`config.mk`:
```
export PLATFORM = sky130hd
export DESIGN_NAME = audio_core_top
export DESIGN_NICKNAME = d
export VERILOG_FILES = /design/src/hw/audio_pkg.sv /design/src/hw/i2s_pkg.sv /design/src/hw/sample_if.sv /design/src/hw/audio_core_top.sv /design/src/hw/audio_mixer.sv /design/src/hw/i2s_transmitter.sv /design/src/hw/sample_fifo.sv
export VERILOG_INCLUDE_DIRS = /design/src /design/src/hw
export SDC_FILE = /design/constraint.sdc
export NUM_CORES = 1
export LEC_CHECK = 0
export BUFFER_PORTS_ARGS = -buffer_cell sky130_fd_sc_hd__buf_2
export CAP_MARGIN = 20
export CORE_AREA = 3 3 148 150
export CTS_CLUSTER_DIAMETER = 60
export DETAILED_ROUTE_END_ITERATION = 16
export DIE_AREA = 0 0 151 153
export HOLD_SLACK_MARGIN = 0.1
export SLEW_MARGIN = 10
export SYNTH_ARGS = -nofsm -noshare
export SYNTH_HDL_FRONTEND = slang
export SYNTH_SLANG_ARGS = --single-unit
```
`constraint.sdc`:
```
create_clock -name clk_logic_w -period 7.4 [get_ports clk_logic_w]
set_input_delay 0.74 -clock clk_logic_w [delete_from_list [all_inputs] [get_ports clk_logic_w]]
set_output_delay 0.74 -clock clk_logic_w [all_outputs]
set_load 0.1 [all_outputs]
```
`src/hw/audio_defines.svh`:
```
// Audio core macros: sample and card widths, extension shifts, FIFO depth, I2S divider, sample period
`ifndef AUDIO_DEFINES_SVH
`define AUDIO_DEFINES_SVH

// Output sample width, signed
`define AUDIO_SAMPLE_W 16

// Card audio level width, unsigned
`define AUDIO_CARD_W 10

// Card levels land in bits 12:3 of a sample
`define AUDIO_CARD_SHIFT 3

// Speaker bit lands on bit 12
`define AUDIO_SPK_SHIFT 12

// Frames buffered between mixer and transmitter
`define AUDIO_FIFO_DEPTH 4

// Clock cycles per BCLK half period
`define I2S_BCLK_DIV 2

// Clock cycles between sample ticks, longer than one 128 cycle I2S frame
`define AUDIO_SAMPLE_PERIOD 160

`endif

```
`src/hw/audio_pkg.sv`:
```
// Audio package: sample, card level, stereo frame and drop counter types
`include "audio_defines.svh"

package audio_pkg;

    // One output sample, two's complement
    typedef logic signed [`AUDIO_SAMPLE_W-1:0] sample_t;

    // Raw level from a slot card
    typedef logic [`AUDIO_CARD_W-1:0] card_audio_t;

    // Left word sits in the upper half, matching I2S send order
    typedef struct packed {
        sample_t left;
        sample_t right;
    } stereo_frame_t;

    // Dropped frame count, wraps
    typedef logic [15:0] drop_count_t;

endpackage

```
`src/hw/i2s_pkg.sv`:
```
// I2S package: transmitter state and bit position types, last bit position
package i2s_pkg;

    // Transmitter FSM states
    typedef enum logic [1:0] {
        TX_IDLE,   // Clocks held low, waiting for enable and a frame
        TX_FETCH,  // One cycle handshake slot before a frame boundary
        TX_SHIFT   // Serial output running
    } tx_state_t;

    // Position within a 32 bit stereo frame
    typedef logic [4:0] bit_index_t;

    // Final slot of a frame, right word LSB
    localparam bit_index_t LAST_BIT = 5'd31;

endpackage

```
`src/hw/sample_if.sv`:
```
// Stereo frame link interface with four-phase req/ack handshake and its modports
`timescale 1ns/10ps

interface sample_if (
    input logic clk
);

    logic                      req;    // Frame offered, held until ack
    logic                      ack;    // Frame taken, held until req drops
    audio_pkg::stereo_frame_t  frame;  // Stable while req is high

    // Producer side
    modport src (
        input  clk,
        output req,
        output frame,
        input  ack
    );

    // Consumer side
    modport snk (
        input  clk,
        input  req,
        input  frame,
        output ack
    );

endinterface

```
`src/hw/audio_core_top.sv`:
```
// Audio core top level: mixer, frame FIFO and I2S transmitter joined by two frame links
`timescale 1ns/10ps

module audio_core_top (
    input  logic                    clk_logic_w,
    input  logic                    system_reset_n_w,
    input  logic                    speaker_i,
    input  audio_pkg::card_audio_t  ssp_audio_i,
    input  audio_pkg::card_audio_t  mb_audio_l_i,
    input  audio_pkg::card_audio_t  mb_audio_r_i,
    input  logic                    enable_i,
    output logic                    i2s_bclk_o,
    output logic                    i2s_lrclk_o,
    output logic                    i2s_data_o,
    output audio_pkg::drop_count_t  dropped_count_o
);

    // Mixer to FIFO
    sample_if mix_if (
        .clk (clk_logic_w)
    );

    // FIFO to transmitter
    sample_if out_if (
        .clk (clk_logic_w)
    );

    audio_mixer u_audio_mixer (
        .clk_logic_w      (clk_logic_w),
        .system_reset_n_w (system_reset_n_w),
        .speaker_i        (speaker_i),
        .ssp_audio_i      (ssp_audio_i),
        .mb_audio_l_i     (mb_audio_l_i),
        .mb_audio_r_i     (mb_audio_r_i),
        .mix_src          (mix_if.src),
        .dropped_count_o  (dropped_count_o)
    );

    sample_fifo u_sample_fifo (
        .clk_logic_w      (clk_logic_w),
        .system_reset_n_w (system_reset_n_w),
        .wr_snk           (mix_if.snk),
        .rd_src           (out_if.src)
    );

    i2s_transmitter u_i2s_transmitter (
        .clk_logic_w      (clk_logic_w),
        .system_reset_n_w (system_reset_n_w),
        .enable_i         (enable_i),
        .frame_snk        (out_if.snk),
        .i2s_bclk_o       (i2s_bclk_o),
        .i2s_lrclk_o      (i2s_lrclk_o),
        .i2s_data_o       (i2s_data_o)
    );

endmodule

```
`src/hw/audio_mixer.sv`:
```
// Audio mixer: sample tick generator, card source extension and summing, frame handshake, drop counter
`timescale 1ns/10ps
`include "audio_defines.svh"

module audio_mixer (
    input  logic                     clk_logic_w,
    input  logic                     system_reset_n_w,
    input  logic                     speaker_i,
    input  audio_pkg::card_audio_t   ssp_audio_i,
    input  audio_pkg::card_audio_t   mb_audio_l_i,
    input  audio_pkg::card_audio_t   mb_audio_r_i,
    sample_if.src                    mix_src,
    output audio_pkg::drop_count_t   dropped_count_o
);

    localparam int PERIOD = `AUDIO_SAMPLE_PERIOD;
    localparam int TICK_W = $clog2(PERIOD);

    logic [TICK_W-1:0]         tick_cnt_r;
    logic                      tick_w;
    logic                      open_w;
    logic                      req_r;
    audio_pkg::drop_count_t    drop_cnt_r;
    audio_pkg::stereo_frame_t  frame_r;
    audio_pkg::stereo_frame_t  mixed_w;

    // Extended sources, all unsigned values in a 16 bit signed container
    audio_pkg::sample_t        spk_ext_w;
    audio_pkg::sample_t        ssp_ext_w;
    audio_pkg::sample_t        mb_l_ext_w;
    audio_pkg::sample_t        mb_r_ext_w;

    assign spk_ext_w  = audio_pkg::sample_t'(speaker_i) << `AUDIO_SPK_SHIFT;
    assign ssp_ext_w  = audio_pkg::sample_t'(ssp_audio_i) << `AUDIO_CARD_SHIFT;
    assign mb_l_ext_w = audio_pkg::sample_t'(mb_audio_l_i) << `AUDIO_CARD_SHIFT;
    assign mb_r_ext_w = audio_pkg::sample_t'(mb_audio_r_i) << `AUDIO_CARD_SHIFT;

    // Peak sum is 20464, no overflow possible
    assign mixed_w.left  = ssp_ext_w + mb_l_ext_w + spk_ext_w;
    assign mixed_w.right = ssp_ext_w + mb_r_ext_w + spk_ext_w;

    // Free running tick, first one a full period after reset
    always_ff @(posedge clk_logic_w) begin
        if (!system_reset_n_w) begin
            tick_cnt_r <= '0;
        end else if (tick_w) begin
            tick_cnt_r <= '0;
        end else begin
            tick_cnt_r <= tick_cnt_r + 1'b1;
        end
    end

    assign tick_w = (tick_cnt_r == TICK_W'(PERIOD - 1));

    // A handshake is open until both req and ack are back low
    assign open_w = req_r || mix_src.ack;

    always_ff @(posedge clk_logic_w) begin
        if (!system_reset_n_w) begin
            req_r      <= 1'b0;
            drop_cnt_r <= '0;
        end else begin
            if (tick_w && open_w) begin
                drop_cnt_r <= drop_cnt_r + 1'b1;  // Pending frame not taken yet
            end else if (tick_w) begin
                req_r <= 1'b1;
            end
            if (req_r && mix_src.ack) begin
                req_r <= 1'b0;
            end
        end
    end

    // Frame held stable for the whole handshake
    always_ff @(posedge clk_logic_w) begin
        if (tick_w && !open_w) begin
            frame_r <= mixed_w;
        end
    end

    assign mix_src.req     = req_r;
    assign mix_src.frame   = frame_r;
    assign dropped_count_o = drop_cnt_r;

endmodule

```
`src/hw/i2s_transmitter.sv`:
```
// I2S transmitter: BCLK and LRCLK generation, frame fetch FSM, MSB first serial shifting
`timescale 1ns/10ps
`include "audio_defines.svh"

module i2s_transmitter (
    input  logic  clk_logic_w,
    input  logic  system_reset_n_w,
    input  logic  enable_i,
    sample_if.snk frame_snk,
    output logic  i2s_bclk_o,
    output logic  i2s_lrclk_o,
    output logic  i2s_data_o
);

    localparam int DIV     = `I2S_BCLK_DIV;
    localparam int DIV_W   = (DIV > 1) ? $clog2(DIV) : 1;
    localparam int FRAME_W = $bits(audio_pkg::stereo_frame_t);

    i2s_pkg::tx_state_t        state_r;
    i2s_pkg::bit_index_t       bit_idx_r;   // Slot currently on the data line
    i2s_pkg::bit_index_t       next_idx_w;
    logic [DIV_W-1:0]          div_r;
    logic                      edge_w;
    logic                      rise_w;
    logic                      fall_w;
    logic                      bclk_r;
    logic                      lrclk_r;
    logic                      data_r;
    logic                      ack_r;
    logic                      stop_r;      // Stop after the current frame
    logic                      fetch_ok_w;
    logic [FRAME_W-1:0]        shift_r;
    audio_pkg::stereo_frame_t  next_frame_r;

    assign edge_w     = (div_r == DIV_W'(DIV - 1));
    assign rise_w     = edge_w && !bclk_r;
    assign fall_w     = edge_w && bclk_r;
    assign next_idx_w = bit_idx_r + 1'b1;

    always_ff @(posedge clk_logic_w) begin
        if (!system_reset_n_w) begin
            state_r   <= i2s_pkg::TX_IDLE;
            bit_idx_r <= i2s_pkg::LAST_BIT;
            div_r     <= '0;
            bclk_r    <= 1'b0;
            lrclk_r   <= 1'b0;
            data_r    <= 1'b0;
            shift_r   <= '0;
            stop_r    <= 1'b0;
        end else begin
            case (state_r)
                i2s_pkg::TX_IDLE: begin
                    // Clocks start only once a frame is waiting
                    if (enable_i && frame_snk.req) begin
                        state_r <= i2s_pkg::TX_SHIFT;
                    end
                end
                i2s_pkg::TX_FETCH: begin
                    state_r <= i2s_pkg::TX_SHIFT;
                    stop_r  <= !enable_i;
                end
                default: begin
                    if (rise_w && bit_idx_r == i2s_pkg::LAST_BIT) begin
                        state_r <= i2s_pkg::TX_FETCH;  // Half a BCLK before the boundary
                    end
                end
            endcase

            if (state_r != i2s_pkg::TX_IDLE) begin
                div_r <= edge_w ? '0 : div_r + 1'b1;
                if (edge_w) begin
                    bclk_r <= !bclk_r;
                end
                if (fall_w && stop_r && bit_idx_r == '0) begin
                    // Right LSB went out on the last rising edge
                    state_r   <= i2s_pkg::TX_IDLE;
                    bit_idx_r <= i2s_pkg::LAST_BIT;
                    lrclk_r   <= 1'b0;
                    data_r    <= 1'b0;
                    shift_r   <= '0;
                    stop_r    <= 1'b0;
                end else if (fall_w) begin
                    bit_idx_r <= next_idx_w;
                    lrclk_r   <= next_idx_w[4];      // High for the right word
                    data_r    <= shift_r[FRAME_W-1]; // One slot behind LRCLK
                    if (next_idx_w == '0) begin
                        shift_r <= next_frame_r;
                    end else begin
                        shift_r <= {shift_r[FRAME_W-2:0], 1'b0};
                    end
                end
            end
        end
    end

    // Take a frame only on a fresh request
    assign fetch_ok_w = enable_i && frame_snk.req && !ack_r;

    always_ff @(posedge clk_logic_w) begin
        if (!system_reset_n_w) begin
            ack_r <= 1'b0;
        end else if (state_r == i2s_pkg::TX_FETCH && fetch_ok_w) begin
            ack_r <= 1'b1;
        end else if (!frame_snk.req) begin
            ack_r <= 1'b0;
        end
    end

    // Silence when the FIFO has nothing
    always_ff @(posedge clk_logic_w) begin
        if (state_r == i2s_pkg::TX_FETCH) begin
            next_frame_r <= fetch_ok_w ? frame_snk.frame : '0;
        end
    end

    assign frame_snk.ack = ack_r;
    assign i2s_bclk_o    = bclk_r;
    assign i2s_lrclk_o   = lrclk_r;
    assign i2s_data_o    = data_r;

endmodule

```
`src/hw/sample_fifo.sv`:
```
// Frame FIFO: circular buffer with handshake sink on the write side and source on the read side
`timescale 1ns/10ps
`include "audio_defines.svh"

module sample_fifo #(
    parameter int DEPTH = `AUDIO_FIFO_DEPTH
) (
    input  logic  clk_logic_w,
    input  logic  system_reset_n_w,
    sample_if.snk wr_snk,
    sample_if.src rd_src
);

    localparam int PTR_W = (DEPTH > 1) ? $clog2(DEPTH) : 1;
    localparam int CNT_W = $clog2(DEPTH + 1);

    audio_pkg::stereo_frame_t  mem_r [DEPTH];
    logic [PTR_W-1:0]          wr_ptr_r;
    logic [PTR_W-1:0]          rd_ptr_r;
    logic [CNT_W-1:0]          count_r;
    logic                      full_w;
    logic                      empty_w;
    logic                      wr_ack_r;
    logic                      rd_req_r;
    logic                      wr_take_w;
    logic                      rd_done_w;

    assign full_w  = (count_r == CNT_W'(DEPTH));
    assign empty_w = (count_r == '0);

    // New request only, and only with room to store it
    assign wr_take_w = wr_snk.req && !wr_ack_r && !full_w;
    assign rd_done_w = rd_req_r && rd_src.ack;

    // Write side, ack withheld while full
    always_ff @(posedge clk_logic_w) begin
        if (!system_reset_n_w) begin
            wr_ack_r <= 1'b0;
            wr_ptr_r <= '0;
        end else if (wr_take_w) begin
            wr_ack_r <= 1'b1;
            wr_ptr_r <= wr_ptr_r + 1'b1;  // Wraps for power of two depths
        end else if (!wr_snk.req) begin
            wr_ack_r <= 1'b0;
        end
    end

    always_ff @(posedge clk_logic_w) begin
        if (wr_take_w) begin
            mem_r[wr_ptr_r] <= wr_snk.frame;
        end
    end

    // Read side, offer the head once the previous handshake closed
    always_ff @(posedge clk_logic_w) begin
        if (!system_reset_n_w) begin
            rd_req_r <= 1'b0;
            rd_ptr_r <= '0;
        end else if (rd_done_w) begin
            rd_req_r <= 1'b0;
            rd_ptr_r <= rd_ptr_r + 1'b1;
        end else if (!rd_req_r && !rd_src.ack && !empty_w) begin
            rd_req_r <= 1'b1;
        end
    end

    // Occupancy
    always_ff @(posedge clk_logic_w) begin
        if (!system_reset_n_w) begin
            count_r <= '0;
        end else begin
            case ({wr_take_w, rd_done_w})
                2'b10:   count_r <= count_r + 1'b1;
                2'b01:   count_r <= count_r - 1'b1;
                default: count_r <= count_r;  // Both or neither
            endcase
        end
    end

    assign wr_snk.ack   = wr_ack_r;
    assign rd_src.req   = rd_req_r;
    assign rd_src.frame = mem_r[rd_ptr_r];  // Head stays put until ack

endmodule

```
==> results of run 1 <==
how the worst min path moves through the flow:
stage          slack (ps)  cells past startpoint                            start                       endpoint
6_report              450                      2    u_i2s_transmitter.shift_r[27]  u_i2s_transmitter.shift_r[27]
5_1_grt               480                      2    u_i2s_transmitter.shift_r[29]  u_i2s_transmitter.shift_r[29]
4_1_cts               450                      2    u_i2s_transmitter.shift_r[11]  u_i2s_transmitter.shift_r[11]
3_5_place_dp          440                      2    u_i2s_transmitter.shift_r[11]  u_i2s_transmitter.shift_r[11]
3_3_place_gp          430                      1  u_i2s_transmitter.frame_snk.ack       u_sample_fifo.rd_src.req
2_1_floorplan         410                      1  u_i2s_transmitter.frame_snk.ack       u_sample_fifo.rd_src.req
power by group through the flow:
stage | combinational (µW) | sequential [µW] | clock, µW
2_1_floorplan | 65.4 | 1330 | 0
3_3_place_gp | 91.0 | 1330 | 0
3_5_place_dp | 96.0 | 1330 | 0
4_1_cts | 96.4 | 1300 | 1090
5_1_grt | 107 | 1300 | 1140
6_report | 95.2 | 1300 | 1050
metrics by stage:
step	instances	total power (µW)	util [%]	setup WS (ps)
floorplan	652	1400	-	4380
global placement	964	1420	47.0	4290
detailed placement	965	1430	47.0	4260
CTS	1006	2490	50.4	4770
global route	1007	2550	50.4	4670
finish	1007	2450	50.4	4770
per-layer routing:
layer	track usage [%]	vias up
met4	3.50	0
li1	-	2558
met2	23.4	95
met3	2.34	20
met1	18.6	2511
met5	0	-
layout make-up:
class / instances / share of cell area (%)
multi-input combinational: 393 / 30.5
clock inverter: 8 / 0.572
clock buffer: 33 / 6.04
timing repair buffer: 63 / 3.41
tap: 275 / 3.28
sequential: 220 / 55.7
inverter: 15 / 0.536
cell families (layout without fill, tap and decap cells):
| family | Yosys count | in the layout |
|---|---|---|
| buf+inv | 39 | 119 |
| compound gates | 90 | 90 |
| fa+ha+maj | 37 | 37 |
| mux | 49 | 49 |
| flops | 220 | 220 |
| simple gates | 178 | 178 |
| xor+xnor | 39 | 39 |
cells in the mapped netlist, drive strengths merged (3+ instances only):
cell type and count:
edfxtp 144, dfxtp 76, nand2 39, o21ai 38, ha 34, nor2b 30, and2 26, mux2i 25
mux4 24, xnor2 24, nor2 19, inv 15, xor2 15, clkbuf 14, nand3 13, a21oi 11
nand4 11, buf 10, nor3 8, a22o 7, or3 7, a21boi 6, a21o 6, and3 6
a211oi 5, and4 4, nand2b 4, nor3b 4, fa 3, o21a 3
flip-flops by register name, summed over array words and instances, names as in the netlist, 2 cells and up:
signal and flops:
u_audio_mixer.mix_src.frame 24, u_audio_mixer.tick_cnt_r 8, u_i2s_transmitter.bit_idx_r 5, u_sample_fifo.wr_ptr_r 2, u_i2s_transmitter.next_frame_r 24, u_sample_fifo.rd_ptr_r 2, u_i2s_transmitter.shift_r 29, u_sample_fifo.count_r 3
u_sample_fifo.mem_r 96, u_i2s_transmitter.state_r 2, u_audio_mixer.dropped_count_o 16
layout by cell type, fill, tap and decap left out, types with 24 or more instances in the layout:
cell       instances
edfxtp_1         144
dfxtp_1           76
buf_2             52
nand2_1           39
ha_1              34
nor2b_1           30
and2_1            26
mux2i_1           25
xnor2_1           24
mux4_2            24
clkbuf_16         24
worst max-delay path, delay by kind of cell:
family	cells	cell delay (ps)
compound gates	4	990
fa+ha+maj	3	920
buf+inv	1	110
simple gates	1	100
==> metrics.cfg, run 1 <==
[sta]
worst_pin_slew_ps = 783
tns_ps = 0
fin_crit_sh_pct = 35.5
slew_headroom_pct = 47.7
fin_skew_ps = 12.2
fin_crit_ps = 2630
maxSlewViolCount = 0
final_hold_viol_count = 0
rsz0062_at_grt = false
whs_ps = 448
clock.fmax_mhz = 380
setup_viol = 0

[clocking]
cts_buffers = 23
cts_sinks = 220
cts.clk_slew.worst_paths_ps = 60
cts-root-buf = clkbuf_16
clk_latency_ps = 490
cts_tree = yes
ctsHoldBuffers = 0
cts_htree_levels = 1
post_cts_resized = 0
post_cts_buffers = 0
clock_path_buffers = 3

[power]
p_int_uw = 1970
power_density_nw_per_um2 = 234
p_seq_share_pct = 53.1
switching_share_pct = 19.6
clock_power_share_pct = 43.0
power_leakage_uw = 0.00393
p_comb_share_pct = 3.9
max-vdd-ir-drop_v = 0.000123
p_switching_uw = 480

[floorplanning]
io_pins = 53
rows = 53
die_area_um2 = 23100
fp.dieW_um = 151
start_util_pct = 44.3
coreArea_um2 = 20800
die_height_um = 153

[layout]
area_growth_syn_to_layout_pct = 14.0
nets = 787
drive_gt1_share_pct = 16.8
fill_cells = 1807
antenna_cells = 0
seqCellArea_um2 = 5850
multiInputGateArea_um2 = 3210
postLayoutCellArea_um2 = 10500

[setup_path]
crit_end = u_audio_mixer.mix_src.frame[29]
timing.rr.end = u_i2s_transmitter.bit_idx_r[2]
worstSetupPathType = in2reg
crit_top_cell = ha_1
reg2reg_from = u_i2s_transmitter.bit_idx_r[0]
slowest_stage = fa_1
cpPeakStageDelay_ps = 400
crit_arrival_ps = 2860
crit_path_start_kind = input port
cp.required_ps = 7630
path_cells = buf_2 -> ha_1 -> fa_1 -> a21o_1 -> a211oi_1 -> nor2_1 -> o41ai_1 -> o21ai_0 -> ha_1
reg2reg_slack_ps = 5060
crit_start = ssp_audio_i[0]
end_kind = flop
crit_path_max_fanout = 2
rr_worst_depth = 7

[drt]
drc = 0
met2WireLength_mm = 7.66
highest_layer = met4
wl_met3_um = 670
viasPerCell = 5.15
drtIter0Drc = 237
routedWlPerCell_um = 15.7
drt_pass1_iterations = 4
wl_met1_mm = 7.24
ant_nets = 0
vias = 5184
drt-total-wl_mm = 15.8

[global_route]
grt_usage_pct = 13.8
grt_pass1_vias = 5307
antenna_found_initial = 0
grt_pass1_wl_mm = 26.2
grt_max_degree = 41
grt-ovfl-total = 0

[yosys]
syn_inst = 652
synthTopCellsByArea = edfxtp_1 47%, dfxtp_1 17%, mux4_2 5.9%
syn_nets = 723
syn_area_um2 = 9220
yosysTopAreaCellShare_pct = 46.9
synthMuxAreaShare_pct = 8.58
syn_area_per_cell_um2 = 14.1
ys_seq_elements = 220
synth_compound_gate_area_share_pct = 6.34
synth_ff_type = edfxtp_1
synth_enable_flop_cells = 144
yosys.area_share.simple_pct = 10.8
ys_seq_area_share_pct = 63.4
synth.distinct_cells = 55
synthAdderAreaFrac_pct = 5.27
synth_top_family_by_area = simple AND/OR/NAND/NOR gates
async_flop_share_pct = 0
yosysWarnings = 0
synth_xor_area_share_pct = 3.71
synth_largest_area_cell = edfxtp_1

[placed_design]
io_buffers = 52
dpl.hpwl_mm = 10.5
dpl_cell_area_um2 = 9790
gp_congestion = 0.799

[worst_hold_path]
min_path_type = reg2reg

[flow_run]
maxCapViolCount = 0

[outcome]
run_status = finished, final reports clean

(Power assumes the default switching activity.)
==> inputs of run 2 (changes only) <==
Settings changed: ABC_AREA from default to 1, CORE_AREA 3 3 148 150 to 3 3 153 155, DIE_AREA 0 0 151 153 to 0 0 156 158.
Clock period 7.4 ns to 2.12 ns, I/O delays scaled along.
==> run 2 against run 1 <==
Compared with the run above: worst hold slack worse by 310 ps; critical path type unchanged; largest power group unchanged; critical path depth rose by 2; register-to-register slack lost 4800 ps; first-iteration DRC count rose by 23%; synthesized area rose by 7.8%; core utilization rose by 1.7 points.
==> metrics.cfg, run 2 <==
[drt]
drc = 0
drtIter0Drc = 291
drt_pass1_iterations = 4
viasPerCell = 4.85
routedWlPerCell_um = 13.4
vias = 6828
drt-total-wl_mm = 18.8
ant_nets = 0

[layout]
top_regs = u_sample_fifo.mem_r: 96 flops, u_i2s_transmitter.shift_r: 29 flops
nets = 1181
largest_reg_flops = 96
area_growth_syn_to_layout_pct = 15.3
fill_cells = 1960
final_common_cell = nand2_1
antenna_cells = 0
drive_gt1_share_pct = 16.1
layout_common_cells = 198 x nand2_1, 170 x nor2_1, 144 x edfxtp_1
regMostFlops = u_sample_fifo.mem_r

[power]
power_leakage_uw = 0.00445
total_power_uw = 8890
max-vdd-ir-drop_v = 0.000334
power_density_nw_per_um2 = 776

[sta]
fin_crit_ps = 2030
final_hold_viol_count = 0
maxSlewViolCount = 0
rsz0062_at_grt = false
setup_viol = 0
tns_ps = 0
fin_crit_sh_pct = 95.7
fin_skew_ps = 7.56
worst_pin_slew_ps = 555
slew_headroom_pct = 63.0
clock.fmax_mhz = 493

[floorplanning]
die_height_um = 158
rows = 54
start_util_pct = 45.2
die_area_um2 = 24600
fp.dieW_um = 156
coreArea_um2 = 22000
io_pins = 53

[yosys]
syn_inst = 1034
syn_area_um2 = 9930
ys_seq_area_share_pct = 58.8
yosysWarnings = 0
post-synth-top-count-cell = nand2_1
yosysTopAreaCellShare_pct = 43.5
ys_seq_elements = 220
synth_largest_area_cell = edfxtp_1
async_flop_share_pct = 0
synthTopCellsByArea = edfxtp_1 44%, dfxtp_1 15%, nand2_1 7.5%
synth_ff_type = edfxtp_1
synth_commonest_cells = 198 x nand2_1, 176 x nor2_1, 144 x edfxtp_1
synth_enable_flop_cells = 144
syn_area_per_cell_um2 = 9.61
syn_nets = 1105
synth.distinct_cells = 41

[global_route]
grtUsageMet1_pct = 21.7
grt-ovfl-total = 0
antenna_found_initial = 0
grt_usage_pct = 15.7
gr-usage-met2_pct = 26.2
met3_usage_pct = 1.83
grt_max_degree = 52
grt_pass1_wl_mm = 32.1
grt_pass1_vias = 6590
top_usage_layer = met2

[clocking]
cts_htree_levels = 1
cts-root-buf = clkbuf_16
cts_sinks = 220
cts.clk_slew.worst_paths_ps = 60
clock_path_buffers = 3
clk_latency_ps = 500
cts_tree = yes
cts_buffers = 23

[placed_design]
gp_congestion = 0.854
io_buffers = 52
dpl.hpwl_mm = 12.5

[setup_path]
end_kind = flop
crit_path_start_kind = input port
path_delay_family = adder cells
crit_path_max_fanout = 3
cp.buffers_inverters = 2
cp.required_ps = 2370
cpPeakStageDelay_ps = 530
worstSetupPathType = in2reg
path_cells = dlygate4sd3_1 -> buf_2 -> ha_1 -> fa_1 -> nand3_1 -> nand2_1 -> nand3_1 -> nand2_1 -> nand3_1 -> nand2_1 -> ha_1
slowest_stage = dlygate4sd3_1
crit_arrival_ps = 2280

[flow_run]
maxCapViolCount = 0

[worst_hold_path]
min_path_type = in2reg

[outcome]
run_status = finished, final reports clean

[run 2: metal layers]
metal	up-vias	share of wire, %
met1	3127	48
met5	-	0
met3	34	3.5
met4	0	2.0
met2	108	46
li1	3559	-
[run 2: worst paths after layout]
kind / slack (ps) / endpoint / start / cells after the start
max: 90 / u_audio_mixer.mix_src.frame[29] / mb_audio_l_i[0] / 11
min reg2reg: 450 / u_i2s_transmitter.shift_r[28] / u_i2s_transmitter.shift_r[28] / 2
min: 140 / u_audio_mixer.mix_src.frame[4] / ssp_audio_i[1] / 2
max reg2reg: 240 / u_i2s_transmitter.shift_r[4] / u_i2s_transmitter.bit_idx_r[0] / 11
[run 2: power breakdown]
group | internal (µW) | switching, µW | leakage (µW) | total (µW)
Combinational | 166 | 237 | 0.00214 | 403
Sequential | 4550 | 4.96 | 0.00194 | 4550
Clock | 2350 | 1580 | 0.000360 | 3930
[run 2: worst register-to-register path, delay by kind of cell (launching register included)]
kind / cells / cell delay, ps
adders and majority gates: 2 / 540
buffers and inverters: 1 / 200
DFF: 1 / 340
and+or+nand+nor: 8 / 710
[run 2: kinds of logic (layout without fill, tap and decap cells)]
| group | after synthesis | count (layout) | synth area share, % |
|---|---|---|---|
| simple gates | 469 | 469 | 20.2 |
| flops | 220 | 220 | 58.8 |
| compound gates | 149 | 149 | 8.11 |
| buf+inv | 136 | 229 | 5.81 |
| fa+ha+maj | 37 | 37 | 4.89 |
| xor+xnor | 23 | 23 | 2.10 |
[run 2: cell type report]
cell class                      count  area, µm²  share of cell area, %
Sequential cell                   220       5850                   51.1
Clock buffer                       26        587                   5.12
Timing Repair Buffer               85        593                   5.18
Clock inverter                     16        156                   1.37
Inverter                          102        383                   3.34
Multi-Input combinational cell    678       3540                   30.9
Tap cell                          280        350                   3.06
[run 2: stage by stage]
stage | setup slack (ps) | area, µm² | hold slack, ps | utilization [%] | cells
after floorplan | 0.953 | 9940 | 408 | - | 1034
after global placement | 106 | 10600 | 437 | 48.3 | 1356
after detailed placement | 91.1 | 10600 | 441 | 48.3 | 1356
after CTS | 105 | 11400 | 121 | 52.1 | 1407
after global routing | 6.08 | 11500 | 155 | 52.2 | 1407
final | 90.3 | 11500 | 141 | 52.2 | 1407
[run 2: timing repair]
| action | CTS | global route |
|---|---|---|
| buffers inserted | 0 | 0 |
| endpoints found under the hold margin | 10 | 0 |
| hold buffers | 9 | 0 |
| gates resized for setup | 0 | 3 |
| setup endpoints to repair | 0 | 2 |
